### src/hw/spi_flash_pkg.sv
// Shared widths, counts, beat/config/control structs and the sequencer state enum
`default_nettype none

package spi_flash_pkg;

    // **************************************************
    // Widths and counts
    // **************************************************

    // Bits per serial byte, sent and received MSB first
    localparam int byte_bits = 8;
    // Active-low select lines on the board
    localparam int ncs_count = 3;
    // Chip select number, wider than needed so out-of-range picks are possible
    localparam int cs_width = 4;
    // Up to 31 dummy clocks between write and read phases
    localparam int dummy_width = 5;
    // Up to 15 read bytes per frame
    localparam int read_len_width = 4;
    // Bit position inside a byte
    localparam int bit_cnt_width = $clog2(byte_bits);

    // **************************************************
    // Types
    // **************************************************

    // One command beat, first beat of a packet carries the opcode
    typedef struct packed {
        logic                 sop;
        logic                 eop;
        logic [byte_bits-1:0] data;
    } cmd_beat_t;

    // Frame settings, captured with the sop beat
    typedef struct packed {
        logic [cs_width-1:0]       chip_select;
        logic [dummy_width-1:0]    dummy_cycles;
        logic [read_len_width-1:0] read_len;
    } frame_cfg_t;

    // Frame FSM states
    typedef enum logic [2:0] {
        idle,
        send_byte,
        wait_byte,
        dummy,
        read_byte,
        finish
    } seq_phase_e;

    // Per-cycle strobes from the sequencer to both shifters
    typedef struct packed {
        logic load;
        logic tx_shift;
        logic rx_shift;
        logic rx_done;
    } shift_ctrl_t;

endpackage

`default_nettype wire

### src/hw/cmd_sequencer.sv
// Frame FSM with bit, dummy and read-byte counters and frame setting capture
`default_nettype none

module cmd_sequencer (
    input  wire logic                      clk,
    input  wire logic                      reset,
    input  wire spi_flash_pkg::cmd_beat_t  in_cmd,
    input  wire logic                      in_cmd_valid,
    output logic                           in_cmd_ready,
    input  wire spi_flash_pkg::frame_cfg_t cfg_in,
    output spi_flash_pkg::frame_cfg_t      cfg,
    output spi_flash_pkg::shift_ctrl_t     shift_ctrl,
    output logic                           busy,
    output logic                           sclk_en
);

    import spi_flash_pkg::*;

    seq_phase_e                phase;
    seq_phase_e                phase_next;
    seq_phase_e                read_phase;
    seq_phase_e                tail_phase;
    frame_cfg_t                cfg_q;
    logic                      last_byte;
    logic                      start;
    logic                      bit_last;
    logic [bit_cnt_width-1:0]  bit_cnt;
    logic [dummy_width-1:0]    dummy_cnt;
    logic [read_len_width-1:0] read_cnt;

    // Last bit of the current byte is on the pins
    assign bit_last = (bit_cnt == bit_cnt_width'(byte_bits - 1));

    // Where the frame goes once the last written byte is out
    assign read_phase = (cfg_q.read_len != '0) ? read_byte : finish;
    assign tail_phase = (cfg_q.dummy_cycles != '0) ? dummy : read_phase;

    // Opcode beat taken in idle starts the frame
    assign start = (phase == idle) && shift_ctrl.load;

    // **************************************************
    // Frame FSM
    // **************************************************
    always_comb begin
        phase_next   = phase;
        in_cmd_ready = 1'b0;
        sclk_en      = 1'b0;
        shift_ctrl   = '0;
        case (phase)
            idle: begin
                in_cmd_ready = 1'b1;
                // Stray beats without sop are taken and dropped
                if (in_cmd_valid && in_cmd.sop) begin
                    shift_ctrl.load = 1'b1;
                    phase_next      = send_byte;
                end
            end
            send_byte: begin
                sclk_en             = 1'b1;
                shift_ctrl.tx_shift = 1'b1;
                if (bit_last) begin
                    if (last_byte) begin
                        phase_next = tail_phase;
                    end else if (in_cmd_valid) begin
                        // Next byte already waiting, load it with no gap
                        in_cmd_ready    = 1'b1;
                        shift_ctrl.load = 1'b1;
                    end else begin
                        phase_next = wait_byte;
                    end
                end
            end
            wait_byte: begin
                // Serial clock parked until the next beat shows up
                in_cmd_ready = 1'b1;
                if (in_cmd_valid) begin
                    shift_ctrl.load = 1'b1;
                    phase_next      = send_byte;
                end
            end
            dummy: begin
                sclk_en = 1'b1;
                if (dummy_cnt == '0) begin
                    phase_next = read_phase;
                end
            end
            read_byte: begin
                sclk_en             = 1'b1;
                shift_ctrl.rx_shift = 1'b1;
                if (bit_last) begin
                    shift_ctrl.rx_done = 1'b1;
                    if (read_cnt == '0) begin
                        phase_next = finish;
                    end
                end
            end
            finish: begin
                // Single cycle for ncs to go back high
                phase_next = idle;
            end
            default: begin
                phase_next = idle;
            end
        endcase
    end

    // **************************************************
    // State, settings and counters
    // **************************************************
    always_ff @(posedge clk or posedge reset) begin
        if (reset) begin
            phase     <= idle;
            cfg_q     <= '0;
            last_byte <= 1'b0;
            bit_cnt   <= '0;
            dummy_cnt <= '0;
            read_cnt  <= '0;
        end else begin
            phase <= phase_next;
            if (start) begin
                cfg_q <= cfg_in;
            end
            // eop of each loaded beat marks the final written byte
            if (shift_ctrl.load) begin
                last_byte <= in_cmd.eop;
            end
            // Wraps to zero after each byte, so read bytes start aligned
            if (phase == send_byte || phase == read_byte) begin
                bit_cnt <= bit_cnt + 1'b1;
            end else if (phase == idle) begin
                bit_cnt <= '0;
            end
            // Preloaded with count minus one outside the dummy phase
            if (phase == dummy) begin
                dummy_cnt <= dummy_cnt - 1'b1;
            end else begin
                dummy_cnt <= cfg_q.dummy_cycles - 1'b1;
            end
            // Bytes still to read after the current one
            if (phase == read_byte) begin
                if (bit_last) begin
                    read_cnt <= read_cnt - 1'b1;
                end
            end else begin
                read_cnt <= cfg_q.read_len - 1'b1;
            end
        end
    end

    // Decoder sees the new settings already on the start cycle
    assign cfg  = start ? cfg_in : cfg_q;
    // High through the frame, low again from finish
    assign busy = (phase_next != idle);

    // Serial clock is never enabled outside a frame
    a_no_sclk_in_idle: assert property (@(posedge clk) disable iff (reset)
        phase == idle |-> !sclk_en);

    // Waiting for a beat never moves a bit at the same time
    a_wait_no_overlap: assert property (@(posedge clk) disable iff (reset)
        phase == wait_byte |-> !(in_cmd_ready && sclk_en));

endmodule

`default_nettype wire

### src/hw/tx_shifter.sv
// Command byte load and MSB-first serializer driving the serial output
`default_nettype none

module tx_shifter (
    input  wire logic                                clk,
    input  wire logic                                reset,
    input  wire logic [spi_flash_pkg::byte_bits-1:0] data,
    input  wire spi_flash_pkg::shift_ctrl_t          shift_ctrl,
    output logic                                     dout
);

    import spi_flash_pkg::*;

    // Byte being written, top bit is on the pin
    logic [byte_bits-1:0] shift_q;

    // **************************************************
    // Serializer
    // **************************************************

    // Load wins over shift on the last bit of a byte,
    // so back-to-back bytes leave no hole on dout
    always_ff @(posedge clk or posedge reset) begin
        if (reset) begin
            shift_q <= '0;
        end else if (shift_ctrl.load) begin
            shift_q <= data;
        end else if (shift_ctrl.tx_shift) begin
            // Zero fill, the pin idles low once the byte is out
            shift_q <= {shift_q[byte_bits-2:0], 1'b0};
        end
    end

    // MSB first
    assign dout = shift_q[byte_bits-1];

endmodule

`default_nettype wire

### src/hw/rx_shifter.sv
// Serial input sampler, read byte assembler and response pulse register
`default_nettype none

module rx_shifter (
    input  wire logic                        clk,
    input  wire logic                        reset,
    input  wire logic                        din,
    input  wire spi_flash_pkg::shift_ctrl_t  shift_ctrl,
    output logic [spi_flash_pkg::byte_bits-1:0] rsp_data,
    output logic                             rsp_valid
);

    import spi_flash_pkg::*;

    // Bits collected so far, oldest in the top position
    logic [byte_bits-1:0] shift_q;
    // Byte as it stands with the bit on din right now
    logic [byte_bits-1:0] assembled;

    assign assembled = {shift_q[byte_bits-2:0], din};

    // **************************************************
    // Byte assembly
    // **************************************************

    // din sampled on the edge that ends each read clock
    always_ff @(posedge clk) begin
        if (shift_ctrl.rx_shift) begin
            shift_q <= assembled;
        end
    end

    // Eighth bit goes straight into the response register
    always_ff @(posedge clk) begin
        if (shift_ctrl.rx_done) begin
            rsp_data <= assembled;
        end
    end

    // **************************************************
    // Response pulse
    // **************************************************

    // One cycle per byte, no back-pressure from the consumer
    always_ff @(posedge clk or posedge reset) begin
        if (reset) begin
            rsp_valid <= 1'b0;
        end else begin
            rsp_valid <= shift_ctrl.rx_done;
        end
    end

endmodule

`default_nettype wire

### src/hw/chip_select_decoder.sv
// Registered chip select decoder to active-low select lines
`default_nettype none

module chip_select_decoder (
    input  wire logic                                clk,
    input  wire logic                                reset,
    input  wire spi_flash_pkg::frame_cfg_t           cfg,
    input  wire logic                                busy,
    output logic [spi_flash_pkg::ncs_count-1:0]      ncs
);

    import spi_flash_pkg::*;

    // Active-high line picked for this frame
    logic [ncs_count-1:0] select;

    // **************************************************
    // Decode
    // **************************************************

    // Numbers at or above ncs_count match no line at all,
    // the frame still runs with every device deselected
    always_comb begin
        select = '0;
        for (int i = 0; i < ncs_count; i++) begin
            if (busy && cfg.chip_select == cs_width'(i)) begin
                select[i] = 1'b1;
            end
        end
    end

    // One cycle behind busy, all lines high out of reset
    always_ff @(posedge clk or posedge reset) begin
        if (reset) begin
            ncs <= '1;
        end else begin
            ncs <= ~select;
        end
    end

    // Never more than one device on the bus
    a_one_device: assert property (@(posedge clk) disable iff (reset)
        $onehot0(~ncs));

endmodule

`default_nettype wire

### src/hw/spi_flash_ctrl.sv
// Top level of the serial flash command engine, sequencer, shifters and decoder
`default_nettype none

module spi_flash_ctrl (
    input  wire logic                                     clk,
    input  wire logic                                     reset,
    // Command packet, one byte per beat
    input  wire spi_flash_pkg::cmd_beat_t                 in_cmd,
    input  wire logic                                     in_cmd_valid,
    output logic                                          in_cmd_ready,
    // Frame settings, sampled with the sop beat
    input  wire logic [spi_flash_pkg::cs_width-1:0]       chip_select,
    input  wire logic [spi_flash_pkg::dummy_width-1:0]    dummy_cycles,
    input  wire logic [spi_flash_pkg::read_len_width-1:0] read_len,
    // Read bytes
    output logic [spi_flash_pkg::byte_bits-1:0]           rsp_data,
    output logic                                          rsp_valid,
    // Serial flash pins
    output logic [spi_flash_pkg::ncs_count-1:0]           ncs,
    output logic                                          sclk_en,
    output logic                                          dout,
    input  wire logic                                     din
);

    import spi_flash_pkg::*;

    frame_cfg_t  cfg_in;
    frame_cfg_t  cfg;
    shift_ctrl_t shift_ctrl;
    logic        busy;

    // Config ports bundled for capture
    assign cfg_in = '{chip_select: chip_select, dummy_cycles: dummy_cycles, read_len: read_len};

    // **************************************************
    // Control
    // **************************************************
    cmd_sequencer cmd_sequencer_i (
        .clk          (clk),
        .reset        (reset),
        .in_cmd       (in_cmd),
        .in_cmd_valid (in_cmd_valid),
        .in_cmd_ready (in_cmd_ready),
        .cfg_in       (cfg_in),
        .cfg          (cfg),
        .shift_ctrl   (shift_ctrl),
        .busy         (busy),
        .sclk_en      (sclk_en)
    );

    // **************************************************
    // Datapath
    // **************************************************

    // Write side takes the beat byte directly
    tx_shifter tx_shifter_i (
        .clk        (clk),
        .reset      (reset),
        .data       (in_cmd.data),
        .shift_ctrl (shift_ctrl),
        .dout       (dout)
    );

    rx_shifter rx_shifter_i (
        .clk        (clk),
        .reset      (reset),
        .din        (din),
        .shift_ctrl (shift_ctrl),
        .rsp_data   (rsp_data),
        .rsp_valid  (rsp_valid)
    );

    chip_select_decoder chip_select_decoder_i (
        .clk   (clk),
        .reset (reset),
        .cfg   (cfg),
        .busy  (busy),
        .ncs   (ncs)
    );

endmodule

`default_nettype wire

### config.mk
export PLATFORM = sky130hd
export DESIGN_NAME = spi_flash_ctrl
export DESIGN_NICKNAME = d
export VERILOG_FILES = /design/src/hw/spi_flash_pkg.sv /design/src/hw/cmd_sequencer.sv /design/src/hw/tx_shifter.sv /design/src/hw/rx_shifter.sv /design/src/hw/chip_select_decoder.sv /design/src/hw/spi_flash_ctrl.sv
export SDC_FILE = /design/constraint.sdc
export NUM_CORES = 1
export LEC_CHECK = 0
export ABC_AREA = 1
export BUFFER_PORTS_ARGS = -buffer_cell sky130_fd_sc_hd__clkbuf_2
export CORE_MARGIN = 4
export CORE_UTILIZATION = 60
export CTS_CLUSTER_SIZE = 12
export DETAILED_ROUTE_END_ITERATION = 8
export PLACE_DENSITY = 0.84
export SYNTH_ARGS = -nofsm -noshare
export SYNTH_HDL_FRONTEND = slang
export SYNTH_SLANG_ARGS = --single-unit
### constraint.sdc
create_clock -name clk -period 3.2 [get_ports clk]
set_clock_uncertainty 0.2 [all_clocks]
set_input_delay 0.16 -clock clk [delete_from_list [all_inputs] [get_ports clk]]
set_output_delay 0.16 -clock clk [all_outputs]
set_load 0.02 [all_outputs]
[Yosys cells after proc, flatten, opt, wreduce, memory -nomap -nowiden]
Cells that the tools add are included.
Storage, ports and cells
  output and inout bits: 15
  input bits: 27
  flip-flop bits (word level): 56
  logic and storage cells: 76
Operators by class
  multiplexer cells: 32
  add/subtract/negate cells: 5
  eq/ne operators: 8
  reductions and logical operators: 17
  bitwise logic cells: 1
Operators with widths (count)
  $mux W3: 11
  $mux W8: 2
  $pmux W3 S5: 1
  $mux W13: 1
  $mux W1: 11
  $sub A5 B1 Y5 const B: 2
  $logic_not A4 Y1: 2
  $mux W4: 2
  $sub A4 B1 Y4 const B: 2
  $eq A3 B2 Y1 const B: 2
  $eq A3 B3 Y1 const B: 2
  $logic_and A1 B1 Y1: 5
  $logic_not A5 Y1: 1
  $mux W5: 1
  $reduce_bool A5 Y1: 1
  $eq A4 B1 Y1 const B: 1
  $eq A4 B2 Y1 const B: 1
  $reduce_bool A2 Y1: 2
  $reduce_bool A4 Y1: 1
  $add A3 B1 Y3 const B: 1
  $eq A3 B1 Y1 const B: 1
  $logic_not A3 Y1: 1
  $not A3 Y3: 1
  $pmux W1 S3: 1
  7 further kinds: 7

[Longest topological paths before layout]
Gate-level depths: netlist (run 1).
  depth in word-level cells: 10
  gate-level depth with buffers: 9
  gate-level depth less buffers: 9

[Cells and area by module]
Synthesis (run 1) repeated with hierarchy kept, for this count alone.
Unflattened totals
  cells, all modules: 261
  area, all modules: 2557.5 sq um
By module, submodules not included
  cmd_sequencer: seq. area each 725.7 sq um, cells an instance 187, times used 1, area an instance 1572.8 sq um
  rx_shifter: seq. area each 475.5 sq um, cells an instance 17, times used 1, area an instance 479.2 sq um
  tx_shifter: seq. area each 200.2 sq um, cells an instance 44, times used 1, area an instance 380.4 sq um
  chip_select_decoder: seq. area each 78.8 sq um, cells an instance 13, times used 1, area an instance 125.1 sq um

[Worst setup path after synthesis (run 1)]
No wires, ideal clock.
  path type: register -> register
  start point: register cmd_sequencer_i.phase[1]
  end point: register chip_select_decoder_i.ncs[0] (netlist bit)
  slack: 1.450 ns
  cell stages (with the launch flop): 10
  path buffers: 1
  clock period less this slack: 1.750 ns
  required time: 2.921 ns
  library setup time: 0.079 ns
  arrival: 1.470 ns
  cells stage by stage: dfrtp_1 -> nor2_2 -> nand2_2 -> buf_6 -> nor2_2 -> nand3_1 -> nand2_1 -> nor2_1 -> nand3_1 -> nand2_1
On the way
  word-level cells in the longest chain between the ends: 8
  elaborated cells on any way between the ends: 22
  classes of those cells: eq/ne (4); mux (12); bitwise (1); reduce/logical (5)
Ends and longest elaborated chain
  start: declaration: line cmd_sequencer.sv:19  | seq_phase_e phase;
  start signal: assignment: line cmd_sequencer.sv:112  | phase <= idle;
  start signal: assignment: line cmd_sequencer.sv:119  | phase <= phase_next;
  $eq A3 B2 Y1 (tied with other cells): line cmd_sequencer.sv:49  | case (phase)
  $pmux W1 S3 or $mux W3 (tied branches): line cmd_sequencer.sv:49, cmd_sequencer.sv:62
  $logic_and A1 B1 Y1 or $mux W3 (tied branches): line cmd_sequencer.sv:39, cmd_sequencer.sv:61
  $mux W13 or $pmux W3 S5 (tied branches): line cmd_sequencer.sv:151, cmd_sequencer.sv:49
  $logic_not A4 Y1 or $reduce_bool A3 Y1 (tied branches): line chip_select_decoder.sv:26, cmd_sequencer.sv:153
  $logic_and A1 B1 Y1 (*): line chip_select_decoder.sv:26  | if (busy && cfg.chip_select == cs_width'(i)) begin
  $mux W1 (*): line chip_select_decoder.sv:26
  $not A3 Y3 (*): line chip_select_decoder.sv:37  | ncs <= ~select;
  end signal: assignment: line chip_select_decoder.sv:37
  end: declaration: line chip_select_decoder.sv:9  | output logic [spi_flash_pkg::ncs_count-1:0] ncs
Mark *: on every way between the ends. The rest lies on a longest branch, timed or not.
A chain may end at the register's enable or synchronous reset.

[Worst setup path after layout (run 1)]
Same ends and word-level chain as after synthesis.

==> qor.yml, run 1 <==
outcome: "finished, final reports clean"
grt_pass1_wl_mm: 9.23
grtUsageTotal_pct: 22.8
core_mm2: 0.00403
hp-class: "input pin to flip-flop"
drtIter0Drc: 139
power_mw: 2.47
final_common_cell: "nand2_1"
fillCellCount: 274
holdWs_ps: 154
die_y_um: 72.8
place_area_mm2: 0.00276
hpwl_mm: 3.54
fin_crit_ps: 2200
grt_overflow: 0
cts_resized: 0
cts_tree: "built"
netlist_area_mm2: 0.00252
path_max_fanout: 24
drc: 0
cp_common_cell: "nand2_1"
path_clk_slew_ps: 90
path_class: "flip-flop to flip-flop"
path_cells: "nor2_2, nand4_2, o21ai_0, nand2_1, nor2_1, nand2_1"
endpoint_kind: "flip-flop"
critPathBufInv: 0
vias: 1988
numCtsBuffers: 5
io_pins: 42
cts_root_buf: "clkbuf_8"
critPathMaxStageDelay_ps: 520
antenna_found_initial: 0
via_per_inst: 5.10
final_cell_mix: "55 x nand2_1, 41 x clkbuf_2, 38 x dfrtp_1"
antenna_cells: 0
postSynthCellCount: 270
crit_required_ps: 3240
grt_pass1_vias: 2090
setup-tns-final_ps: 0
syn_to_final_growth_pct: 23.5
hold_viol: 0
ys_seq_area_share_pct: 58.8
synthDistinctLibCells: 26
cts_max_level: 2
initial_core_util_pct: 62.5
cellPowerDensity_mw_per_mm2: 795
die_w_um: 72.8
drv_slew: 0
synth_area_per_cell_um2: 9.32
grt_max_degree: 42
rows: 23
max_freq_ghz: 0.455
cp_top_family: "simple AND/OR/NAND/NOR gates"
post_drt_wl_per_cell_um: 13.3
max_slew.worst_pin.slew_ps: 603
port_buffers: 41
clock_latency_ps: 300
fin_cells: 390
cp-start-kind: "flip-flop"
rsz0062_at_grt: "false"
slew_headroom_pct: 59.7
final-setup-viol-count: 0
critPathArrivalTime_ps: 2240
clockBufferDepth: 2
first_pass_iters: 4
placedCellCount: 358
ys_ff_latch: 56
synth_warnings: 0
nNetsFinal: 370
die-area_mm2: 0.00530
cts.sinks: 56
ant_nets: 0
layout-drive-gt1-share_pct: 21.8
ir_drop_uv: 475
fin_crit_sh_pct: 68.7
p_leak_nw: 1.50
final_area_mm2: 0.00311
synth_nets: 301
totalWireLength_mm: 5.19
gp_congestion: 0.859
crit_slowest_cell: "o21ai_0"
maxCapViolations: 0
[kinds of logic (layout without fill, tap and decap cells)]
group,after synthesis,after routing,share of synthesized area [%]
DFF,56,56,58.8
xor gates and xnor gates,4,4,1.39
adders and majority gates,4,4,1.99
buffers and inverters,42,112,7.06
and+or+nand+nor,117,117,19.9
AOI/OAI and AO/OA,45,45,9.99
muxes,2,2,0.895
[timing repair]
item,4_1_cts,5_1_grt
setup buffers,0,0
hold buffers,24,0
endpoints found under the hold margin,62,0
[sequential cells by signal, summed over array words and instances, names as in the netlist]
register / count
rx_shifter_i.shift_q: 7
chip_select_decoder_i.ncs: 3
cmd_sequencer_i.bit_cnt: 3
tx_shifter_i.shift_q: 8
cmd_sequencer_i.phase: 3
cmd_sequencer_i.last_byte: 1
rx_shifter_i.rsp_data: 8
cmd_sequencer_i.dummy_cnt: 5
cmd_sequencer_i.cfg_q: 13
cmd_sequencer_i.read_cnt: 4
rx_shifter_i.rsp_valid: 1
[synth_stat cells]
| master | n | area [um^2] |
|---|---|---|
| buf_2 | 1 | 5.00 |
| nand3_1 | 14 | 70.1 |
| o21ai_2 | 6 | 52.6 |
| nor3_1 | 2 | 10.0 |
| o21ai_1 | 8 | 40.0 |
| nand2_1 | 55 | 206 |
| buf_6 | 2 | 22.5 |
| nand3_2 | 2 | 20.0 |
| nand4_1 | 2 | 12.5 |
| dfrtp_1 | 38 | 951 |
| nor2_2 | 5 | 31.3 |
| nand4_2 | 1 | 12.5 |
| mux2_2 | 2 | 22.5 |
| inv_2 | 4 | 15.0 |
| nand2_2 | 1 | 6.26 |
| inv_1 | 34 | 128 |
| buf_4 | 1 | 7.51 |
| xor2_1 | 3 | 26.3 |
| a21oi_2 | 1 | 8.76 |
| o21ai_0 | 14 | 70.1 |
| edfxtp_1 | 15 | 450 |
| nor2_1 | 35 | 131 |
| a21oi_1 | 16 | 80.1 |
| ha_1 | 4 | 50.1 |
| dfstp_2 | 3 | 78.8 |
| xnor2_1 | 1 | 8.76 |
[metal layers]
metal / routed length (um) / vias to the layer above / track usage [%]
li1: - / 1004 / -
met1: 2150 / 930 / 28.4
met2: 2730 / 50 / 39.1
met3: 248 / 4 / 4.96
met4: 57 / 0 / 8.20
met5: 0 / - / 0
[through the flow]
step / setup slack (ps) / util (%)
after floorplan: 1450 / -
after global placement: 1160 / 68.4
after detailed placement: 1050 / 68.4
after CTS: 1050 / 77.2
after global routing: 796 / 77.2
final: 1000 / 77.2
[tightest hold or removal path, cell delays in order]
cell	delay [ps]
clkbuf_2	110
inv_1	100
o21ai_0	90
nand3_1	80
nand2_1	70
[final timing paths]
check / depth (start not counted) / slack, ps / endpoint / from
max in group asynchronous: 4 / 2100 / chip_select_decoder_i.ncs[0]$_DFF_PP1_ / reset
min: 5 / 150 / cmd_sequencer_i.phase[2]$_DFF_PP0_ / in_cmd_valid
min reg2reg: 0 / 230 / rx_shifter_i.rsp_data[7]$_DFFE_PP_ / rx_shifter_i.shift_q[6]$_DFFE_PN_
min in group asynchronous: 4 / 340 / tx_shifter_i.shift_q[3]$_DFFE_PP0P_ / reset
max: 6 / 1000 / chip_select_decoder_i.ncs[0]$_DFF_PP1_ / cmd_sequencer_i.phase[1]$_DFF_PP0_
max reg2reg: 6 / 1000 / chip_select_decoder_i.ncs[0]$_DFF_PP1_ / cmd_sequencer_i.phase[1]$_DFF_PP0_
[report_power, final]
part | internal, mW | switching [mW] | total, mW
Clock | 0.232 | 0.222 | 0.454
Combinational | 0.334 | 0.586 | 0.920
Sequential | 0.958 | 0.142 | 1.10
Total | 1.52 | 0.950 | 2.47
[area by class of cell]
class	count	area, um^2	area share, %
clock buffer	5	68.8	2.21
inverter	38	143	4.59
timing repair buffer	66	453	14.6
clock inverter	3	42.5	1.37
tap	50	62.6	2.01
multi-input combinational	172	860	27.6
sequential	56	1480	47.6
No activity file was read; power rests on OpenSTA's default activity.
==> run 2: changes to the inputs <==
CORE_UTILIZATION = 55   (was 60)
PLACE_DENSITY = 0.78   (was 0.84)
clock period = 2.3 ns   (was 3.2 ns; I/O delays follow)
==> run 2 against run 1 <==
Effect of this change: sequential share of layout area shrank 0.32 points; worst setup slack lost 680 ps; first-iteration DRC count is 27% lower; clock-buffer cell count unchanged; final cell count rose by 1.0%; design area increased by 0.68%; clock power rose by 42%; worst hold slack got worse by 94 ps; register-to-register slack got worse by 650 ps; critical endpoint is now in_cmd_ready.
==> qor.yml, run 2 (synthesis gave the netlist of run 1 again) <==
outcome: "finished, final reports clean"
antenna_found_initial: 0
cp_top_family: "flip-flops"
path_clk_slew_ps: 100
p_leak_nw: 1.52
io_pins: 42
fillCellCount: 319
critPathMaxStageDelay_ps: 390
final_common_cell: "nand2_1"
path_class: "flip-flop to output pin"
grt_pass1_wl_mm: 8.31
seqPwrFrac_pct: 44.6
grtUsageTotal_pct: 19.3
final-setup-viol-count: 0
via_per_inst: 4.88
antenna_cells: 0
fin_crit_ps: 1980
final_util_pct: 71.4
core_mm2: 0.00438
p_int_mw: 2.13
grt_pass1_vias: 1948
first_pass_iters: 4
totalWireLength_mm: 4.74
post_drt_wl_per_cell_um: 12.0
die_y_um: 75.7
largest_register: "cmd_sequencer_i.cfg_q"
largest_reg_flops: 13
p_comb_share_pct: 36.7
fin_cells: 394
gp_congestion: 0.881
crit_slowest_cell: "dfrtp_1"
path_cells: "ha_1, ha_1, inv_1, nor2_2, nand2_1, nand2_1, clkbuf_2"
setup-tns-final_ps: 0
hold_depth: 4
fin_crit_sh_pct: 86.0
ir_drop_uv: 741
rr_worst_depth: 9
maxCapViolations: 0
numCtsBuffers: 5
initial_core_util_pct: 57.4
p_switching_mw: 1.32
drc: 0
cts_resized: 0
clockBufferDepth: 2
clock_latency_ps: 310
cellPowerDensity_mw_per_mm2: 1100
ant_nets: 0
critPathArrivalTime_ps: 1660
crit_required_ps: 1990
hp-class: "input pin to flip-flop"
cts_root_buf: "clkbuf_8"
cts_max_level: 2
die_w_um: 75.7
vias: 1923
cp-start-kind: "flip-flop"
slew_headroom_pct: 66.2
endpoint_kind: "output pin"
grt_overflow: 0
grt_max_degree: 42
final_cell_mix: "55 x nand2_1, 41 x clkbuf_2, 38 x dfrtp_1"
critPathBufInv: 2
path_max_fanout: 4
multi_input_area_um2: 860
die-area_mm2: 0.00572
rows: 24
syn_to_final_growth_pct: 24.4
sw_frac_of_total_pct: 38.2
hold_viol: 0
layout-drive-gt1-share_pct: 22.5
cts_tree: "built"
drv_slew: 0
clkPwrFrac_pct: 18.7
port_buffers: 41
placedCellCount: 362
drtIter0Drc: 102
max_freq_ghz: 0.505
cts.sinks: 56
power_mw: 3.44
cp.depth: 7
hpwl_mm: 3.38
rsz0062_at_grt: "false"
top_regs: "cmd_sequencer_i.cfg_q x13, rx_shifter_i.rsp_data x8, tx_shifter_i.shift_q x8"
ff_latch_area_mm2: 0.00148
max_slew.worst_pin.slew_ps: 507
nNetsFinal: 372
[run 2: cell types whose count changed in the layout (fill, tap and decap cells not counted)]
| cell | delta |
|---|---|
| clkinv_4 | -1 |
| inv_8 | +1 |
| buf_4 | +2 |
| clkinv_2 | +1 |
| clkinv_1 | -1 |
[run 2: area by class of cell]
type,count,share of cell area (%)
Tap cell,52,2.08
Clock inverter,3,1.48
Multi-Input combinational cell,172,27.5
Inverter,38,4.56
Clock buffer,5,2.20
Sequential cell,56,47.3
Timing Repair Buffer,68,14.9
[run 2: repair_timing]
action | 4_1_cts | 5_1_grt
hold buffers | 24 | 0
buffers inserted | 0 | 0
hold endpoints to repair | 62 | 0
[run 2: path summary, 6_finish.rpt]
kind	startpoint	end	slack (ps)
min in group asynchronous	reset	rx_shifter_i.rsp_valid$_DFF_PP0_	260
max in group asynchronous	reset	chip_select_decoder_i.ncs[0]$_DFF_PP1_	1280
worst max register to register	cmd_sequencer_i.bit_cnt[0]$_DFFE_PP0P_	tx_shifter_i.shift_q[1]$_DFFE_PP0P_	350
worst max-delay path	cmd_sequencer_i.bit_cnt[0]$_DFFE_PP0P_	in_cmd_ready	320
worst min register to register	rx_shifter_i.shift_q[6]$_DFFE_PN_	rx_shifter_i.rsp_data[7]$_DFFE_PP_	240
worst min-delay path	in_cmd[9]	cmd_sequencer_i.cfg_q[11]$_DFF_PP0_	60
[run 2: metal layers]
| layer | vias to the layer above | global-route usage [%] | share of wire, % |
|---|---|---|---|
| li1 | 1005 | - | - |
| met4 | 0 | 4.66 | 1.0 |
| met5 | - | 0 | 0 |
| met2 | 36 | 32.2 | 49 |
| met3 | 5 | 4.88 | 4.3 |
| met1 | 877 | 25.3 | 46 |
[run 2: worst register-to-register path, stage by stage, from the launching register on]
cell and delay (ps):
dfrtp_1 410, ha_1 210, ha_1 220, inv_1 110, nor2_2 60, nand2_1 80, o21ai_2 140, nor2_2 280
nand2_1 90, o21ai_1 90
[run 2: power by group through the flow]
| stage | Sequential, mW | Clock, mW | Combinational, mW |
|---|---|---|---|
| 6_report | 1.54 | 0.645 | 1.26 |
| 5_1_grt | 1.57 | 0.702 | 1.48 |
| 4_1_cts | 1.53 | 0.658 | 1.27 |
| 3_5_place_dp | 1.55 | 0 | 1.23 |
| 3_3_place_gp | 1.54 | 0 | 1.19 |
| 2_1_floorplan | 1.52 | 0 | 0.953 |
[run 2: through the flow]
stage	hold slack, ps	area, um^2	worst slack (ps)
after floorplan	13.9	2520	550
after global placement	48.1	2780	413
after detailed placement	59.5	2780	355
after CTS	60.7	3130	313
after global routing	91.3	3130	183
final	59.4	3130	321
==> run 3: changes to the inputs <==
GPL_ROUTABILITY_DRIVEN = 0   (was unset)
PLACE_DENSITY = unset   (was 0.78)
PLACE_DENSITY_LB_ADDON = 0.1   (was unset)
==> run 3 against run 2 <==
Effect of this change: clock-buffer cell count is 1 higher; sequential cell count is the same; highest routed layer unchanged; largest cell class unchanged; power down 0.65%; first-iteration DRC count increased by 2.0%; utilization fell by 0.086 points; largest power group unchanged; critical path depth is 2 higher; sequential share of layout area up 0.057 points; critical endpoint is now tx_shifter_i.shift_q[1]$_DFFE_PP0P_; sequential power is essentially flat.
==> qor.yml, run 3 (synthesis gave the netlist of run 1 again) <==
max_slew.worst_pin.slew_ps: 505
final_cell_mix: "55 x nand2_1, 41 x clkbuf_2, 38 x dfrtp_1"
max_freq_ghz: 0.503
drv_slew: 0
port_buffers: 41
io_pins: 42
hold_viol: 0
layout-drive-gt1-share_pct: 22.2
r2r-start: "cmd_sequencer_i.bit_cnt[0]$_DFFE_PP0P_"
r2r_slack_ps: 310
core_mm2: 0.00438
ant_nets: 0
die-area_mm2: 0.00572
placedCellCount: 362
worst_r2r_endpoint: "tx_shifter_i.shift_q[1]$_DFFE_PP0P_"
initial_core_util_pct: 57.4
rsz0062_at_grt: "false"
postCtsSetupBuffers: 0
path_class: "flip-flop to flip-flop"
place_area_mm2: 0.00278
p_leak_nw: 1.51
hold_depth: 4
fin_crit_sh_pct: 86.4
grtUsageTotal_pct: 18.8
drc: 0
cts_root_buf: "clkbuf_8"
maxCapViolations: 0
final_area_mm2: 0.00313
crit_start: "cmd_sequencer_i.bit_cnt[0]$_DFFE_PP0P_"
grt_pass1_vias: 1839
outcome: "finished, final reports clean"
grt_overflow: 0
power_mw: 3.42
final-setup-viol-count: 0
fillCellCount: 349
cp-start-kind: "flip-flop"
crit_required_ps: 2340
largest_register: "cmd_sequencer_i.cfg_q"
path_clk_slew_ps: 100
fin_cells: 394
largest_reg_flops: 13
cts.sinks: 56
clockBufferDepth: 2
cts_tree: "built"
grt_pass1_wl_mm: 8.16
syn_to_final_growth_pct: 24.2
hp-class: "input pin to flip-flop"
drtIter0Drc: 104
final_common_cell: "nand2_1"
first_pass_iters: 4
hold_end: "cmd_sequencer_i.cfg_q[11]$_DFF_PP0_"
ir_drop_uv: 765
antenna_found_initial: 0
vias: 1953
endpoint_kind: "flip-flop"
rr_worst_depth: 9
clock_latency_ps: 310
rows: 24
die_y_um: 75.7
nNetsFinal: 372
cellPowerDensity_mw_per_mm2: 1090
via_per_inst: 4.96
setup-tns-final_ps: 0
numCtsBuffers: 5
slew_headroom_pct: 66.4
hpwl_mm: 3.27
cts_max_level: 2
die_w_um: 75.7
final_util_pct: 71.3
critPathArrivalTime_ps: 2030
grt_max_degree: 42
antenna_cells: 0
fin_crit_ps: 1990
path_max_fanout: 11
totalWireLength_mm: 4.64
top_regs: "cmd_sequencer_i.cfg_q x13, rx_shifter_i.rsp_data x8, tx_shifter_i.shift_q x8"
post_drt_wl_per_cell_um: 11.8
hold_path.startpoint: "in_cmd[9]"
[run 3: cell types whose count changed in the layout (fill, tap and decap cells not counted), sizes merged]
cell    delta
clkbuf     +1
clkinv     -1
[run 3: final cells by class]
| type | instances | area, um^2 | area share (%) |
|---|---|---|---|
| Sequential cell | 56 | 1480 | 47.3 |
| Clock buffer | 6 | 72.6 | 2.32 |
| Inverter | 38 | 143 | 4.56 |
| Clock inverter | 2 | 38.8 | 1.24 |
| Multi-Input combinational cell | 172 | 860 | 27.5 |
| Timing Repair Buffer | 68 | 468 | 15.0 |
| Tap cell | 52 | 65.1 | 2.08 |
[run 3: per-stage QoR]
step | worst slack, ps | hold WS, ps
floorplan | 550 | 13.9
global placement | 387 | 45.2
detailed placement | 352 | 52.3
CTS | 307 | 51.7
global route | 129 | 69.3
finish | 313 | 50.3
[run 3: what timing repair did]
action	4_1_cts	5_1_grt
endpoints found under the hold margin	65	0
hold buffers	24	0
resized for setup	0	0
setup endpoints to repair	0	0
[run 3: how the worst max path moves through the flow]
stage,to,slack (ps),cells after the start
after floorplan,chip_select_decoder_i.ncs[0]$_DFF_PP1_,550,9
after global placement,tx_shifter_i.shift_q[4]$_DFFE_PP0P_,390,9
after detailed placement,tx_shifter_i.shift_q[1]$_DFFE_PP0P_,350,9
after CTS,in_cmd_ready,310,7
after global routing,tx_shifter_i.shift_q[2]$_DFFE_PP0P_,130,9
final,tx_shifter_i.shift_q[1]$_DFFE_PP0P_,310,9
[run 3: metal layers]
metal	share of wire [%]	wire, um	track usage (%)	vias to the layer above
li1	-	-	-	1007
met1	47	2180	25.8	898
met2	46	2150	29.3	46
met3	6.3	293	5.80	2
met4	0.41	19	4.66	0
met5	0	0	0	-
[run 3: power breakdown]
| part | internal (mW) | switching, mW |
|---|---|---|
| Clock | 0.329 | 0.309 |
| Combinational | 0.464 | 0.793 |
| Sequential | 1.33 | 0.195 |
[run 3: worst max-delay path, cell delays in order (launching register included)]
cell and delay [ps]:
dfrtp_1 410, ha_1 210, ha_1 220, inv_1 110
nor2_2 60, nand2_1 90, o21ai_2 150, nor2_2 290
nand2_1 90, o21ai_1 80
